<file path="config.mk">
export PLATFORM = sky130hd
export DESIGN_NAME = bypass_ctrl
export DESIGN_NICKNAME = d
export VERILOG_FILES = /design/src/source/bypass_pkg.sv /design/src/source/pipe_qualify.sv /design/src/source/reg_hazard_match.sv /design/src/source/stall_detect.sv /design/src/source/forward_select.sv /design/src/source/bypass_ctrl.sv
export VERILOG_INCLUDE_DIRS = /design/src /design/src/source
export SDC_FILE = /design/constraint.sdc
export NUM_CORES = 1
export LEC_CHECK = 0
export BUFFER_PORTS_ARGS = -buffer_cell sky130_fd_sc_hd__buf_2
export CAP_MARGIN = 5
export CORE_AREA = 10 10 47 49
export DETAILED_ROUTE_END_ITERATION = 10
export DIE_AREA = 0 0 57 59
export MAX_ROUTING_LAYER = met4
export PLACE_DENSITY = 0.86
export SYNTH_ARGS = -nofsm -noshare
export SYNTH_HDL_FRONTEND = slang
export SYNTH_SLANG_ARGS = --single-unit
</file>
<file path="constraint.sdc">
create_clock -name vclk -period 1.65
set_input_delay 0.2475 -clock vclk [all_inputs]
set_output_delay 0.2475 -clock vclk [all_outputs]
set_load 0.05 [all_outputs]
</file>
<file path="src/source/bypass_macros.svh">
`ifndef BYPASS_MACROS_SVH
`define BYPASS_MACROS_SVH

////////////////////
// Register file geometry seen by the ID stage
////////////////////

// Number of register file read ports used by an instruction in ID
// Port 0 carries rs1 and port 1 carries rs2
`define BYP_NUM_READ_PORTS 2

// Width of a register index
// Index zero is the hardwired x0 and never takes part in a hazard
`define BYP_RF_ADDR_W 5

`endif

</file>
<file path="src/source/bypass_pkg.sv">
`include "bypass_macros.svh"

package bypass_pkg;

  ////////////////////
  // Register file types
  ////////////////////

  // Register index as decoded from rs1, rs2 or rd
  typedef logic [`BYP_RF_ADDR_W-1:0] rf_addr_t;

  // One bit per read port, bit 0 is rs1 and bit 1 is rs2
  typedef logic [`BYP_NUM_READ_PORTS-1:0] rd_port_t;

  ////////////////////
  // Forwarding mux selects
  ////////////////////

  // Source of an ALU operand in ID
  // The encoding leaves 2'b11 free for a later extra source
  typedef enum logic [1:0] {
    FW_SEL_REGFILE = 2'b00,
    FW_SEL_EX      = 2'b01,
    FW_SEL_WB      = 2'b10
  } fw_sel_e;

  // Source of the jump target base on the jump-register path
  // Only an ALU result in WB can be forwarded here
  typedef enum logic {
    JALR_SEL_REGFILE = 1'b0,
    JALR_SEL_WB      = 1'b1
  } jalr_fw_sel_e;

endpackage

</file>
<file path="src/source/pipe_qualify.sv">
`timescale 1ns/1ns

module pipe_qualify (
  // ID stage
  input  logic instr_valid_id_i,
  input  logic jalr_id_i,
  input  logic csr_en_id_i,
  input  logic mret_id_i,
  input  logic wfi_id_i,
  input  logic fetch_err_id_i,
  input  logic trigger_match_id_i,

  // EX stage
  input  logic instr_valid_ex_i,
  input  logic rf_we_ex_i,
  input  logic lsu_en_ex_i,
  input  logic csr_en_ex_i,
  input  logic mret_ex_i,
  input  logic wfi_ex_i,

  // WB stage
  input  logic instr_valid_wb_i,
  input  logic rf_we_wb_i,
  input  logic lsu_en_wb_i,
  input  logic csr_en_wb_i,
  input  logic mret_wb_i,

  // Qualified flags
  output logic we_ex_o,
  output logic we_wb_o,
  output logic load_ex_o,
  output logic load_wb_o,
  output logic jalr_id_o,
  output logic csr_read_id_o,
  output logic csr_write_ex_wb_o,
  output logic wfi_ex_o,
  output logic deassert_we_o
);

  ////////////////////
  // Register file writers
  ////////////////////

  // A stage only writes the register file while it holds a valid instruction
  assign we_ex_o   = rf_we_ex_i  && instr_valid_ex_i;
  assign we_wb_o   = rf_we_wb_i  && instr_valid_wb_i;

  // Loads are the LSU instructions, their data is late in both stages
  assign load_ex_o = lsu_en_ex_i && instr_valid_ex_i;
  assign load_wb_o = lsu_en_wb_i && instr_valid_wb_i;

  ////////////////////
  // ID stage and CSR traffic
  ////////////////////

  assign jalr_id_o = jalr_id_i && instr_valid_id_i;

  // WFI reads mstatus and the privilege level, MRET reads mepc and mstatus
  assign csr_read_id_o = instr_valid_id_i && (csr_en_id_i || mret_id_i || wfi_id_i);

  // MRET writes mstatus as a side effect, so it counts as a CSR write too
  assign csr_write_ex_wb_o = (instr_valid_ex_i && (csr_en_ex_i || mret_ex_i)) ||
                             (instr_valid_wb_i && (csr_en_wb_i || mret_wb_i));

  // A WFI in EX holds back everything behind it
  assign wfi_ex_o = wfi_ex_i && instr_valid_ex_i;

  // Faulted instructions travel on as a NOP, their write enables are dropped
  // A trigger hit also drops them so nothing executes before debug entry
  assign deassert_we_o = instr_valid_id_i && (fetch_err_id_i || trigger_match_id_i);

endmodule

</file>
<file path="src/source/reg_hazard_match.sv">
`timescale 1ns/1ns
`include "bypass_macros.svh"

module reg_hazard_match (
  // Source operands decoded in ID
  input  bypass_pkg::rd_port_t rf_re_id_i,
  input  bypass_pkg::rf_addr_t rf_raddr_a_id_i,
  input  bypass_pkg::rf_addr_t rf_raddr_b_id_i,

  // Destination registers of the later stages
  input  bypass_pkg::rf_addr_t rf_waddr_ex_i,
  input  bypass_pkg::rf_addr_t rf_waddr_wb_i,

  // Address matches, not yet qualified with the stage write enables
  output bypass_pkg::rd_port_t ex_match_o,
  output bypass_pkg::rd_port_t wb_match_o,
  output logic                 jalr_ex_match_o,
  output logic                 jalr_wb_match_o
);

  import bypass_pkg::*;

  // Read addresses indexed by port so the compare can loop over them
  rf_addr_t rf_raddr [`BYP_NUM_READ_PORTS];

  assign rf_raddr[0] = rf_raddr_a_id_i;
  assign rf_raddr[1] = rf_raddr_b_id_i;

  ////////////////////
  // Operand ports
  ////////////////////

  // Reads of x0 return zero, so a write to x0 is never a hazard
  for (genvar i = 0; i < `BYP_NUM_READ_PORTS; i++) begin : gen_port_match
    assign ex_match_o[i] = rf_re_id_i[i] && (|rf_raddr[i]) &&
                           (rf_raddr[i] == rf_waddr_ex_i);
    assign wb_match_o[i] = rf_re_id_i[i] && (|rf_raddr[i]) &&
                           (rf_raddr[i] == rf_waddr_wb_i);
  end

  ////////////////////
  // Jump-register base
  ////////////////////

  // A jump-register always reads rs1, so the read enable is left out here
  assign jalr_ex_match_o = (|rf_raddr_a_id_i) && (rf_raddr_a_id_i == rf_waddr_ex_i);
  assign jalr_wb_match_o = (|rf_raddr_a_id_i) && (rf_raddr_a_id_i == rf_waddr_wb_i);

endmodule

</file>
<file path="src/source/stall_detect.sv">
`timescale 1ns/1ns

module stall_detect (
  // Qualified stage flags
  input  logic                 we_ex_i,
  input  logic                 we_wb_i,
  input  logic                 load_ex_i,
  input  logic                 load_wb_i,
  input  logic                 jalr_id_i,
  input  logic                 csr_read_id_i,
  input  logic                 csr_write_ex_wb_i,
  input  logic                 wfi_ex_i,

  // WB has its data, a load still waiting on the bus holds this low
  input  logic                 wb_ready_i,

  // Address matches against the EX and WB destinations
  input  logic                 jalr_ex_match_i,
  input  logic                 jalr_wb_match_i,
  input  bypass_pkg::rd_port_t ex_match_i,
  input  bypass_pkg::rd_port_t wb_match_i,

  // Stall requests for ID
  output logic                 load_stall_o,
  output logic                 jalr_stall_o,
  output logic                 csr_stall_o,
  output logic                 wfi_stall_o
);

  ////////////////////
  // Load-use hazard
  ////////////////////

  // Load data only exists once WB is done, so an EX load cannot forward
  // While WB waits on the bus its result is not there yet either
  assign load_stall_o = (load_ex_i && we_ex_i && (|ex_match_i)) ||
                        (!wb_ready_i && we_wb_i && (|wb_match_i));

  ////////////////////
  // Jump-register hazard
  ////////////////////

  // The jump target path has no EX forward at all
  // From WB only an ALU result is forwarded, load data would be too late
  assign jalr_stall_o = jalr_id_i &&
                        ((we_ex_i && jalr_ex_match_i) ||
                         (we_wb_i && jalr_wb_match_i && load_wb_i));

  ////////////////////
  // CSR and WFI
  ////////////////////

  // CSR reads in ID wait until no CSR write is left in EX or WB
  // This is coarse on purpose and ignores the CSR address
  assign csr_stall_o = csr_read_id_i && csr_write_ex_wb_i;

  // Nothing may follow a WFI while it sits in EX
  assign wfi_stall_o = wfi_ex_i;

endmodule

</file>
<file path="src/source/forward_select.sv">
`timescale 1ns/1ns

module forward_select (
  // Qualified stage write enables
  input  logic                     we_ex_i,
  input  logic                     we_wb_i,

  // Address matches from the hazard compare
  input  logic                     jalr_wb_match_i,
  input  bypass_pkg::rd_port_t     ex_match_i,
  input  bypass_pkg::rd_port_t     wb_match_i,

  // Mux selects for the ID operand paths
  output bypass_pkg::fw_sel_e      op_a_fw_sel_o,
  output bypass_pkg::fw_sel_e      op_b_fw_sel_o,
  output bypass_pkg::jalr_fw_sel_e jalr_fw_sel_o
);

  import bypass_pkg::*;

  // Picks the source for one operand port
  // EX holds the youngest value and so beats WB when both write the register
  function automatic fw_sel_e operand_sel(input logic ex_we, input logic ex_hit,
                                          input logic wb_we, input logic wb_hit);
    fw_sel_e sel;
    sel = FW_SEL_REGFILE;
    if (wb_we && wb_hit) begin
      sel = FW_SEL_WB;
    end
    if (ex_we && ex_hit) begin
      sel = FW_SEL_EX;
    end
    return sel;
  endfunction

  ////////////////////
  // Operand muxes
  ////////////////////

  // An EX select during a load is harmless since load_stall holds ID anyway
  assign op_a_fw_sel_o = operand_sel(we_ex_i, ex_match_i[0], we_wb_i, wb_match_i[0]);
  assign op_b_fw_sel_o = operand_sel(we_ex_i, ex_match_i[1], we_wb_i, wb_match_i[1]);

  ////////////////////
  // Jump-register mux
  ////////////////////

  // Load results in WB also pick WB here, but then jalr_stall holds ID
  always_comb begin
    jalr_fw_sel_o = JALR_SEL_REGFILE;
    if (we_wb_i && jalr_wb_match_i) begin
      jalr_fw_sel_o = JALR_SEL_WB;
    end
  end

endmodule

</file>
<file path="src/source/bypass_ctrl.sv">
`timescale 1ns/1ns

module bypass_ctrl (
  // ID stage
  input  logic                     instr_valid_id_i,
  input  bypass_pkg::rd_port_t     rf_re_id_i,
  input  bypass_pkg::rf_addr_t     rf_raddr_a_id_i,
  input  bypass_pkg::rf_addr_t     rf_raddr_b_id_i,
  input  logic                     jalr_id_i,
  input  logic                     csr_en_id_i,
  input  logic                     mret_id_i,
  input  logic                     wfi_id_i,
  input  logic                     fetch_err_id_i,
  input  logic                     trigger_match_id_i,

  // EX stage
  input  logic                     instr_valid_ex_i,
  input  logic                     rf_we_ex_i,
  input  bypass_pkg::rf_addr_t     rf_waddr_ex_i,
  input  logic                     lsu_en_ex_i,
  input  logic                     csr_en_ex_i,
  input  logic                     mret_ex_i,
  input  logic                     wfi_ex_i,

  // WB stage
  input  logic                     instr_valid_wb_i,
  input  logic                     rf_we_wb_i,
  input  bypass_pkg::rf_addr_t     rf_waddr_wb_i,
  input  logic                     lsu_en_wb_i,
  input  logic                     csr_en_wb_i,
  input  logic                     mret_wb_i,
  input  logic                     wb_ready_i,

  // Stall, deassert and forwarding controls
  output logic                     load_stall_o,
  output logic                     jalr_stall_o,
  output logic                     csr_stall_o,
  output logic                     wfi_stall_o,
  output logic                     deassert_we_o,
  output bypass_pkg::fw_sel_e      op_a_fw_sel_o,
  output bypass_pkg::fw_sel_e      op_b_fw_sel_o,
  output bypass_pkg::jalr_fw_sel_e jalr_fw_sel_o
);

  import bypass_pkg::*;

  // Stage flags after qualification with instr_valid
  logic     we_ex;
  logic     we_wb;
  logic     load_ex;
  logic     load_wb;
  logic     jalr_id;
  logic     csr_read_id;
  logic     csr_write_ex_wb;
  logic     wfi_ex;

  // Raw address compares between ID and the later stages
  rd_port_t ex_match;
  rd_port_t wb_match;
  logic     jalr_ex_match;
  logic     jalr_wb_match;

  ////////////////////
  // Decode side
  ////////////////////

  pipe_qualify u_pipe_qualify (
    .instr_valid_id_i   (instr_valid_id_i),
    .jalr_id_i          (jalr_id_i),
    .csr_en_id_i        (csr_en_id_i),
    .mret_id_i          (mret_id_i),
    .wfi_id_i           (wfi_id_i),
    .fetch_err_id_i     (fetch_err_id_i),
    .trigger_match_id_i (trigger_match_id_i),
    .instr_valid_ex_i   (instr_valid_ex_i),
    .rf_we_ex_i         (rf_we_ex_i),
    .lsu_en_ex_i        (lsu_en_ex_i),
    .csr_en_ex_i        (csr_en_ex_i),
    .mret_ex_i          (mret_ex_i),
    .wfi_ex_i           (wfi_ex_i),
    .instr_valid_wb_i   (instr_valid_wb_i),
    .rf_we_wb_i         (rf_we_wb_i),
    .lsu_en_wb_i        (lsu_en_wb_i),
    .csr_en_wb_i        (csr_en_wb_i),
    .mret_wb_i          (mret_wb_i),
    .we_ex_o            (we_ex),
    .we_wb_o            (we_wb),
    .load_ex_o          (load_ex),
    .load_wb_o          (load_wb),
    .jalr_id_o          (jalr_id),
    .csr_read_id_o      (csr_read_id),
    .csr_write_ex_wb_o  (csr_write_ex_wb),
    .wfi_ex_o           (wfi_ex),
    .deassert_we_o      (deassert_we_o)
  );

  ////////////////////
  // Hazard compare and stalls
  ////////////////////

  reg_hazard_match u_reg_hazard_match (
    .rf_re_id_i      (rf_re_id_i),
    .rf_raddr_a_id_i (rf_raddr_a_id_i),
    .rf_raddr_b_id_i (rf_raddr_b_id_i),
    .rf_waddr_ex_i   (rf_waddr_ex_i),
    .rf_waddr_wb_i   (rf_waddr_wb_i),
    .ex_match_o      (ex_match),
    .wb_match_o      (wb_match),
    .jalr_ex_match_o (jalr_ex_match),
    .jalr_wb_match_o (jalr_wb_match)
  );

  stall_detect u_stall_detect (
    .we_ex_i           (we_ex),
    .we_wb_i           (we_wb),
    .load_ex_i         (load_ex),
    .load_wb_i         (load_wb),
    .jalr_id_i         (jalr_id),
    .csr_read_id_i     (csr_read_id),
    .csr_write_ex_wb_i (csr_write_ex_wb),
    .wfi_ex_i          (wfi_ex),
    .wb_ready_i        (wb_ready_i),
    .jalr_ex_match_i   (jalr_ex_match),
    .jalr_wb_match_i   (jalr_wb_match),
    .ex_match_i        (ex_match),
    .wb_match_i        (wb_match),
    .load_stall_o      (load_stall_o),
    .jalr_stall_o      (jalr_stall_o),
    .csr_stall_o       (csr_stall_o),
    .wfi_stall_o       (wfi_stall_o)
  );

  ////////////////////
  // Result side
  ////////////////////

  forward_select u_forward_select (
    .we_ex_i         (we_ex),
    .we_wb_i         (we_wb),
    .jalr_wb_match_i (jalr_wb_match),
    .ex_match_i      (ex_match),
    .wb_match_i      (wb_match),
    .op_a_fw_sel_o   (op_a_fw_sel_o),
    .op_b_fw_sel_o   (op_b_fw_sel_o),
    .jalr_fw_sel_o   (jalr_fw_sel_o)
  );

endmodule

</file>
# Yosys cells after proc, flatten, opt, wreduce, memory -nomap -nowiden
# Index checks and enable logic that the tools add are counted.
op_classes:
  mux: 5
  eq_ne: 4
  n_reduce_logical: 44
op_table:
  columns: ["op", "count"]
  rows:
  - ["1-bit logical AND", 31]
  - ["5-bit equality test", 4]
  - ["5-bit OR reduction", 2]
  - ["1-bit logical OR", 8]
  - ["2-bit two-way mux", 4]
  - ["2-bit OR reduction", 2]
  - ["1-bit zero test", 1]
  - ["1-bit two-way mux", 1]
totals:
  elab_cells: 53
  register_bits: 0

# Logic depth before layout (Yosys ltp)
# Gate-level depths: netlist (run 1).
depth:
  ltp_word: 6
  depth_mapped: 5
  mapped_depth_nobuf: 5

# By module
# A second synthesis (run 1) with hierarchy kept.
unflattened:
  hier_cells: 66
  hier_area_um2: 444.2
modules_own_cells:
  columns: ["module", "cells_per_inst", "area_per_inst_um2", "instances"]
  rows:
  - ["reg_hazard_match", 39, 284.0, 1]
  - ["pipe_qualify", 11, 67.6, 1]
  - ["stall_detect", 9, 51.3, 1]
  - ["forward_select", 7, 41.3, 1]

# Worst setup path before layout (run 1)
# OpenSTA, ideal clock, no wires.
synth_path:
  path_kind: "input-to-output"
  startpoint: "input rf_waddr_ex_i[4]"
  endpoint: "output jalr_stall_o"
  path_stages: 5
  required_time_ns: 1.402
  n_path_buf: 0
  slack_ns: -0.589
  arrival_ns: 1.992
  cell_sequence: "xnor2_1 nand3_1 nor3_1 nand3_1 a211oi_1"
synth_between:
  elab_chain_cells: 5
synth_lines:
  columns: ["element", "line", "source"]
  rows:
  - ["from (decl)", "bypass_ctrl.sv:19", "input bypass_pkg::rf_addr_t rf_waddr_ex_i,"]
  - ["5-bit equality test", "reg_hazard_match.sv:46", "assign jalr_ex_match_o = (|rf_raddr_a_id_i) && (rf_raddr_a_id_i == rf_waddr_ex_i);"]
  - ["1-bit logical AND", "reg_hazard_match.sv:46", null]
  - ["1-bit logical AND", "stall_detect.sv:46", "((we_ex_i && jalr_ex_match_i) ||"]
  - ["1-bit logical OR", "stall_detect.sv:46", null]
  - ["1-bit logical AND", "stall_detect.sv:45", "assign jalr_stall_o = jalr_id_i &&"]
  - ["to (decl)", "bypass_ctrl.sv:36", "output logic jalr_stall_o,"]
# No other way between the ends.

# Worst setup path after layout (run 1)
layout_path:
  startpoint: "input rf_raddr_b_id_i[1]"
  endpoint: "output load_stall_o"
layout_between:
  elab_chain_cells: 6
layout_lines:
  columns: ["element", "line", "source"]
  rows:
  - ["from (decl)", "bypass_ctrl.sv:8", "input bypass_pkg::rf_addr_t rf_raddr_b_id_i,"]
  - ["5-bit OR reduction", "reg_hazard_match.sv:35, reg_hazard_match.sv:37", null]
  - ["1-bit logical AND", "reg_hazard_match.sv:35, reg_hazard_match.sv:37", null]
  - ["1-bit logical AND, on equally long branches", "reg_hazard_match.sv:35, reg_hazard_match.sv:37", null]
  - ["2-bit OR reduction, on equally long branches", "stall_detect.sv:36, stall_detect.sv:37", null]
  - ["1-bit logical AND, on equally long branches", "stall_detect.sv:36, stall_detect.sv:37", null]
  - ["1-bit logical OR (*)", "stall_detect.sv:36", "assign load_stall_o = (load_ex_i && we_ex_i && (|ex_match_i)) ||"]
  - ["to (decl)", "bypass_ctrl.sv:35", "output logic load_stall_o,"]
# Every way passes the cells marked *; elsewhere a longest branch is shown, timed or not.

==> metrics.csv, run 1 <==
stage;metric;value;unit
setup_path;setup.worst_path.start;rf_raddr_b_id_i[1];
power;power_switching_share;0.496;
placement;gpl.final_weighted_congestion;0.838;
min_path;hold_path_class;primary input to output port;
layout;clockBufferCount;0;
setup_path;critical_path.startpoint_type;primary input;
sta;hold_violation_count_in_the_final_report;0;
min_path;timing.hold.worst.start;wb_ready_i;
sta;setup_viol;5;
layout;leading_cell_type_in_the_layout_fill_and_taps_excluded;buf_2;
sta;fin_worst_hold_slack;0.821;ns
floorplanning;core.rowCount;14;
run;max_cap_viol_count;0;
floorplanning;design.core.area;1400;um^2
logic_synthesis;ys_types;24;
layout;syn_to_final_growth;165;%
grt;wire_length_of_the_first_global_routing_pass;3350;um
sta;setup_slack;-0.230;ns
layout;ff_latch_area;0;um^2
setup_path;critical_path_arrival;1.63;ns
drt;detailroute.wirelength.met2;1070;um
run_status;violated_checks;negative setup slack;
sta;finalMaxSlewViolations;0;
layout;leading_cell_types_in_the_layout_fill_and_taps_excluded;buf_2 (40), buf_4 (14), xnor2_1 (13), buf_6 (9);
logic_synthesis;synthesis.nets;96;
sta;final_period_minus_worst_setup_slack;1.88;ns
power;total_leakage_power;0.453;nW
sta;min_period_over_period;1.14;
layout;layout.nets;164;
power;share_seq_of_total_power;0;
drt;route.layer.met1.wl;874;um
layout;number_of_standard_cells_in_the_layout_taps_in_and_fillers_out;137;
power;peakVddDrop;130;uV
layout;n_antenna_cell;0;
drt;num_vias;685;
setup_path;endpoint_kind;output port;
drt;first_iter_violations;6;
logic_synthesis;synthCells;55;
grt;grt_use_total;0.119;
logic_synthesis;area_of_the_mapped_netlist;379;um^2
logic_synthesis;synth.yosys.seq_area_share;0;
floorplanning;die-width;57;um
sta;setup-tns-final;-0.627;ns
drt;vias_per_cell;5.00;
run_status;status;finished with violations;
grt;grt_start_max_net_pins;6;
grt;gr-total-overflow;0;
drt;routed_wire_per_std_cell;15.5;um
floorplanning;initial_utilization;0.271;
sta;rsz0062_at_grt;yes;
power;pwr_density_cell;237;nW/um^2
drt;drt-total-wl;2130;um
placement;hpwl;1810;um
floorplanning;io_pins;51;
logic_synthesis;avgSynthCellArea;6.89;um^2
power;part_of_the_power_in_combinational_logic;1.000;
layout;share_of_layout_cells_above_drive_strength_1;0.744;
logic_synthesis;share_of_yosys_cell_area_claimed_by_the_top_area_cell_type;0.370;
power;netsw;0.118;mW
drt;residual_drc;0;
placement;io_buffers;51;
grt;grt_antenna_before_repair;0;
setup_path;critical_path_class;primary input to output port;
power;cell_internal_pwr;0.120;mW
setup_path;worstPathMaxFanout;3;
floorplanning;chipHeight;59;um
drt;top_layer;met4;
power;clockPowerShare;0;
drt;detailedRoute.firstPassIterationCount;4;
layout;seq_cells;0;
sta;maxSlewHeadroom;0.785;
sta;worst_slew_pin_slew;0.320;ns
logic_synthesis;netlist_top_cells_area;xnor2_1 (37%), xor2_1 (9.2%), nand3_1 (7.9%);
logic_synthesis;netlist.top_cell.by_area;xnor2_1;
placement;post-place-cells;136;
logic_synthesis;yosys_warnings;0;
grt;grt_pass1_vias;789;
setup_path;timing.critical_path.required;1.40;ns
layout;number_of_fill_cells;110;
clock_network;cts_hold_repair.buffers;0;
drt;detail-route-antenna-nets;0;
sta;max_clock_freq;0.532;GHz
drt;detailroute.wirelength.met3;152;um
floorplanning;design.die.area;3360;um^2
repair_timing:
| item | in CTS | in global routing |
|---|---|---|
| setup endpoints to repair | 7 | 7 |
| setup buffers | 1 | 0 |
| pin swaps | 10 | 11 |
| gates cloned | 0 | 0 |
| gates resized for setup | 32 | 17 |
cell type report:
class	instances	area, um^2	share of cell area
inverters	1	6.26	0.00622
well taps	16	20.0	0.0199
repair buffers	66	452	0.449
multi-input cells	54	528	0.525
cell families after synthesis:
family / after synthesis / synth area share
AND/OR/NAND/NOR: 23 / 0.343
AO/OA/AOI/OAI: 11 / 0.185
XOR/XNOR: 20 / 0.462
buffers and inverters: 1 / 0.00989
layer usage:
metal	GRT usage	vias up
li1	-	336
met1	0.130	304
met2	0.222	41
met3	0.0236	4
met4	0.0168	0
met5	-	-
power by group through the flow:
stage	combinational (mW)	sequential, mW	clock (mW)
2_1_floorplan	0.0844	0	0
3_3_place_gp	0.183	0	0
3_5_place_dp	0.190	0	0
4_1_cts	0.215	0	0
5_1_grt	0.254	0	0
6_report	0.238	0	0
synthesized netlist by cell type:
library cell / count
nor3_1: 2
or4_4: 1
o31ai_1: 1
and3_1: 1
nand3_1: 6
nor2_1: 4
o21ai_1: 1
and2_1: 1
nor4_1: 1
or3_1: 1
xor2_1: 4
xnor2_1: 16
inv_1: 1
and3_4: 1
o21a_1: 1
a211oi_1: 1
a21oi_1: 2
o21ai_2: 1
nand4_1: 2
nand2_1: 2
or4_1: 1
o22ai_1: 1
a21boi_1: 1
o21ai_0: 2
worst paths after layout:
path,slack [ns],end,cells after the start
hold / removal,0.82,load_stall_o,3
setup / recovery,-0.23,load_stall_o,7
critical path, stage by stage:
cell and delay (ns):
buf_8 0.10, or4_4 0.54, o21ai_4 0.18, or3_4 0.15
a21boi_4 0.18, o22ai_4 0.08, buf_6 0.15
stage by stage:
step           instance area, um^2  setup slack (ns)  utilization  power [mW]
2_1_floorplan                  414            -0.148            -      0.0844
3_3_place_gp                   795            -0.298        0.567       0.183
3_5_place_dp                   795            -0.337        0.567       0.190
4_1_cts                        927            -0.222        0.662       0.215
5_1_grt                       1010            -0.255        0.718       0.254
6_report                      1010            -0.230        0.718       0.238
Note: power is estimated with default switching activity, not from simulation.
==> inputs of run 2 (changes only) <==
--- a/config.mk
+++ b/config.mk
@@ -12,7 +12,7 @@
 export DETAILED_ROUTE_END_ITERATION = 10
 export DIE_AREA = 0 0 57 59
 export MAX_ROUTING_LAYER = met4
-export PLACE_DENSITY = 0.86
+export PLACE_DENSITY = 0.85
 export SYNTH_ARGS = -nofsm -noshare
 export SYNTH_HDL_FRONTEND = slang
 export SYNTH_SLANG_ARGS = --single-unit
==> metrics.csv, run 2 (synthesized netlist as in run 1, its figures left out) <==
stage;metric;value;unit;change
drt;first_iter_violations;4;;-2
floorplanning;core.rowCount;14;;unchanged
placement;dp_slack;-0.331;ns;+0.00524 ns
drt;vias_per_cell;5.01;;+0.14%
layout;leading_cell_type_in_the_layout_fill_and_taps_excluded;buf_2;;
floorplanning;chipHeight;59;um;unchanged
placement;placed_cell_area;795;um^2;unchanged
placement;hpwl;1810;um;-0.12%
layout;finish.utilization;0.705;;-0.0125
layout;share_of_layout_cells_above_drive_strength_1;0.724;;-0.0202
sta;worst_slew_pin_slew;0.266;ns;-0.0535 ns
sta;maxSlewHeadroom;0.822;;+0.0366
min_path;hold_path_class;primary input to output port;;
floorplanning;io_pins;51;;unchanged
layout;number_of_standard_cells_in_the_layout_taps_in_and_fillers_out;139;;+1.5%
sta;setup_slack;-0.204;ns;+0.0256 ns
layout;seq_cells;0;;unchanged
layout;design_area;988;um^2;-1.7%
floorplanning;design.die.area;3360;um^2;unchanged
floorplanning;design.core.area;1400;um^2;unchanged
sta;min_period_over_period;1.12;;-0.0155
placement;gpl.final_weighted_congestion;0.744;;-11%
layout;layout.nets;166;;+1.2%
sta;final_period_minus_worst_setup_slack;1.85;ns;-0.0256 ns
grt;grt_antenna_before_repair;0;;unchanged
layout;ff_latch_area;0;um^2;unchanged
drt;routed_wire_per_std_cell;15.7;um;+0.88%
sta;max_clock_freq;0.539;GHz;+1.4%
run;max_cap_viol_count;0;;unchanged
drt;residual_drc;0;;unchanged
layout;number_of_fill_cells;121;;+10%
grt;gr-total-overflow;0;;unchanged
clock_network;cts_hold_repair.buffers;0;;unchanged
setup_path;critical_path_class;primary input to output port;;
drt;drt-total-wl;2180;um;+2.3%
run_status;status;finished with violations;;
sta;rsz0062_at_grt;yes;;
drt;detail-route-antenna-nets;0;;unchanged
power;pwr_density_cell;231;nW/um^2;-2.6%
layout;leading_cell_types_in_the_layout_fill_and_taps_excluded;buf_2 (39), buf_4 (16), xnor2_1 (14), buf_6 (8), nand3_1 (5);;
setup_path;critical_path_arrival;1.61;ns;-0.02 ns
grt;grt_pass1_vias;863;;+9.4%
drt;detailedRoute.firstPassIterationCount;4;;unchanged
grt;wire_length_of_the_first_global_routing_pass;3600;um;+7.4%
sta;hold_violation_count_in_the_final_report;0;;unchanged
power;peakVddDrop;133;uV;+2.5%
layout;clockBufferCount;0;;unchanged
placement;post-place-cells;136;;unchanged
placement;io_buffers;51;;unchanged
setup_path;timing.critical_path.required;1.40;ns;about the same
setup_path;critical_path.startpoint_type;primary input;;
power;total_leakage_power;0.451;nW;-0.36%
layout;area_taken_by_multi_input_logic_gates;492;um^2;-6.9%
sta;finalMaxSlewViolations;0;;unchanged
grt;grt_use_total;0.129;;+0.00951
grt;grt_start_max_net_pins;6;;unchanged
layout;n_antenna_cell;0;;unchanged
layout;syn_to_final_growth;161;%;
floorplanning;die-width;57;um;unchanged
floorplanning;initial_utilization;0.271;;unchanged
sta;setup-tns-final;-0.585;ns;+0.0419 ns
setup_path;worstPathMaxFanout;2;;-1
sta;setup_viol;5;;unchanged
run_status;violated_checks;negative setup slack;;
setup_path;endpoint_kind;output port;;
drt;num_vias;696;;+1.6%
[run 2: worst paths after layout]
kind,startpoint,to,slack (ns),cells after the start
worst max-delay path,rf_raddr_b_id_i[3],op_b_fw_sel_o[1],-0.20,8
worst min-delay path,wb_ready_i,load_stall_o,0.80,3
[run 2: timing repair]
action	in CTS	in global routing
gates resized for setup	35	6
pin swaps	11	5
setup endpoints to repair	7	7
buffers inserted	4	0
[run 2: routing by layer]
metal | vias up | global-route usage | share of wire
met4 | 0 | 0.0336 | 0.021
met3 | 4 | 0.0322 | 0.085
met2 | 41 | 0.245 | 0.53
met5 | - | - | 0
li1 | 337 | - | -
met1 | 314 | 0.127 | 0.36
[run 2: through the flow]
step / power, mW / hold WS, ns
after CTS: 0.220 / 0.809
after detailed placement: 0.190 / 0.876
after floorplan: 0.0844 / 0.619
after global placement: 0.183 / 0.873
final: 0.228 / 0.804
after global routing: 0.245 / 0.818
[run 2: critical path, cell delays in order]
cell	delay, ns
buf_8	0.10
or4_4	0.53
o21ai_2	0.14
buf_4	0.14
nor4_4	0.04
and3_4	0.17
nor2_4	0.09
buf_8	0.15
[run 2: layout make-up]
class / instances / area share
inverter: 1 / 0.00380
timing repair buffer: 68 / 0.478
tap: 16 / 0.0203
multi-input combinational: 54 / 0.497
[run 2: power by group]
group / internal, mW / switching, mW / total, mW / leakage [nW]
Clock: 0 / 0 / 0 / 0
Combinational: 0.118 / 0.110 / 0.228 / 0.451
Sequential: 0 / 0 / 0 / 0
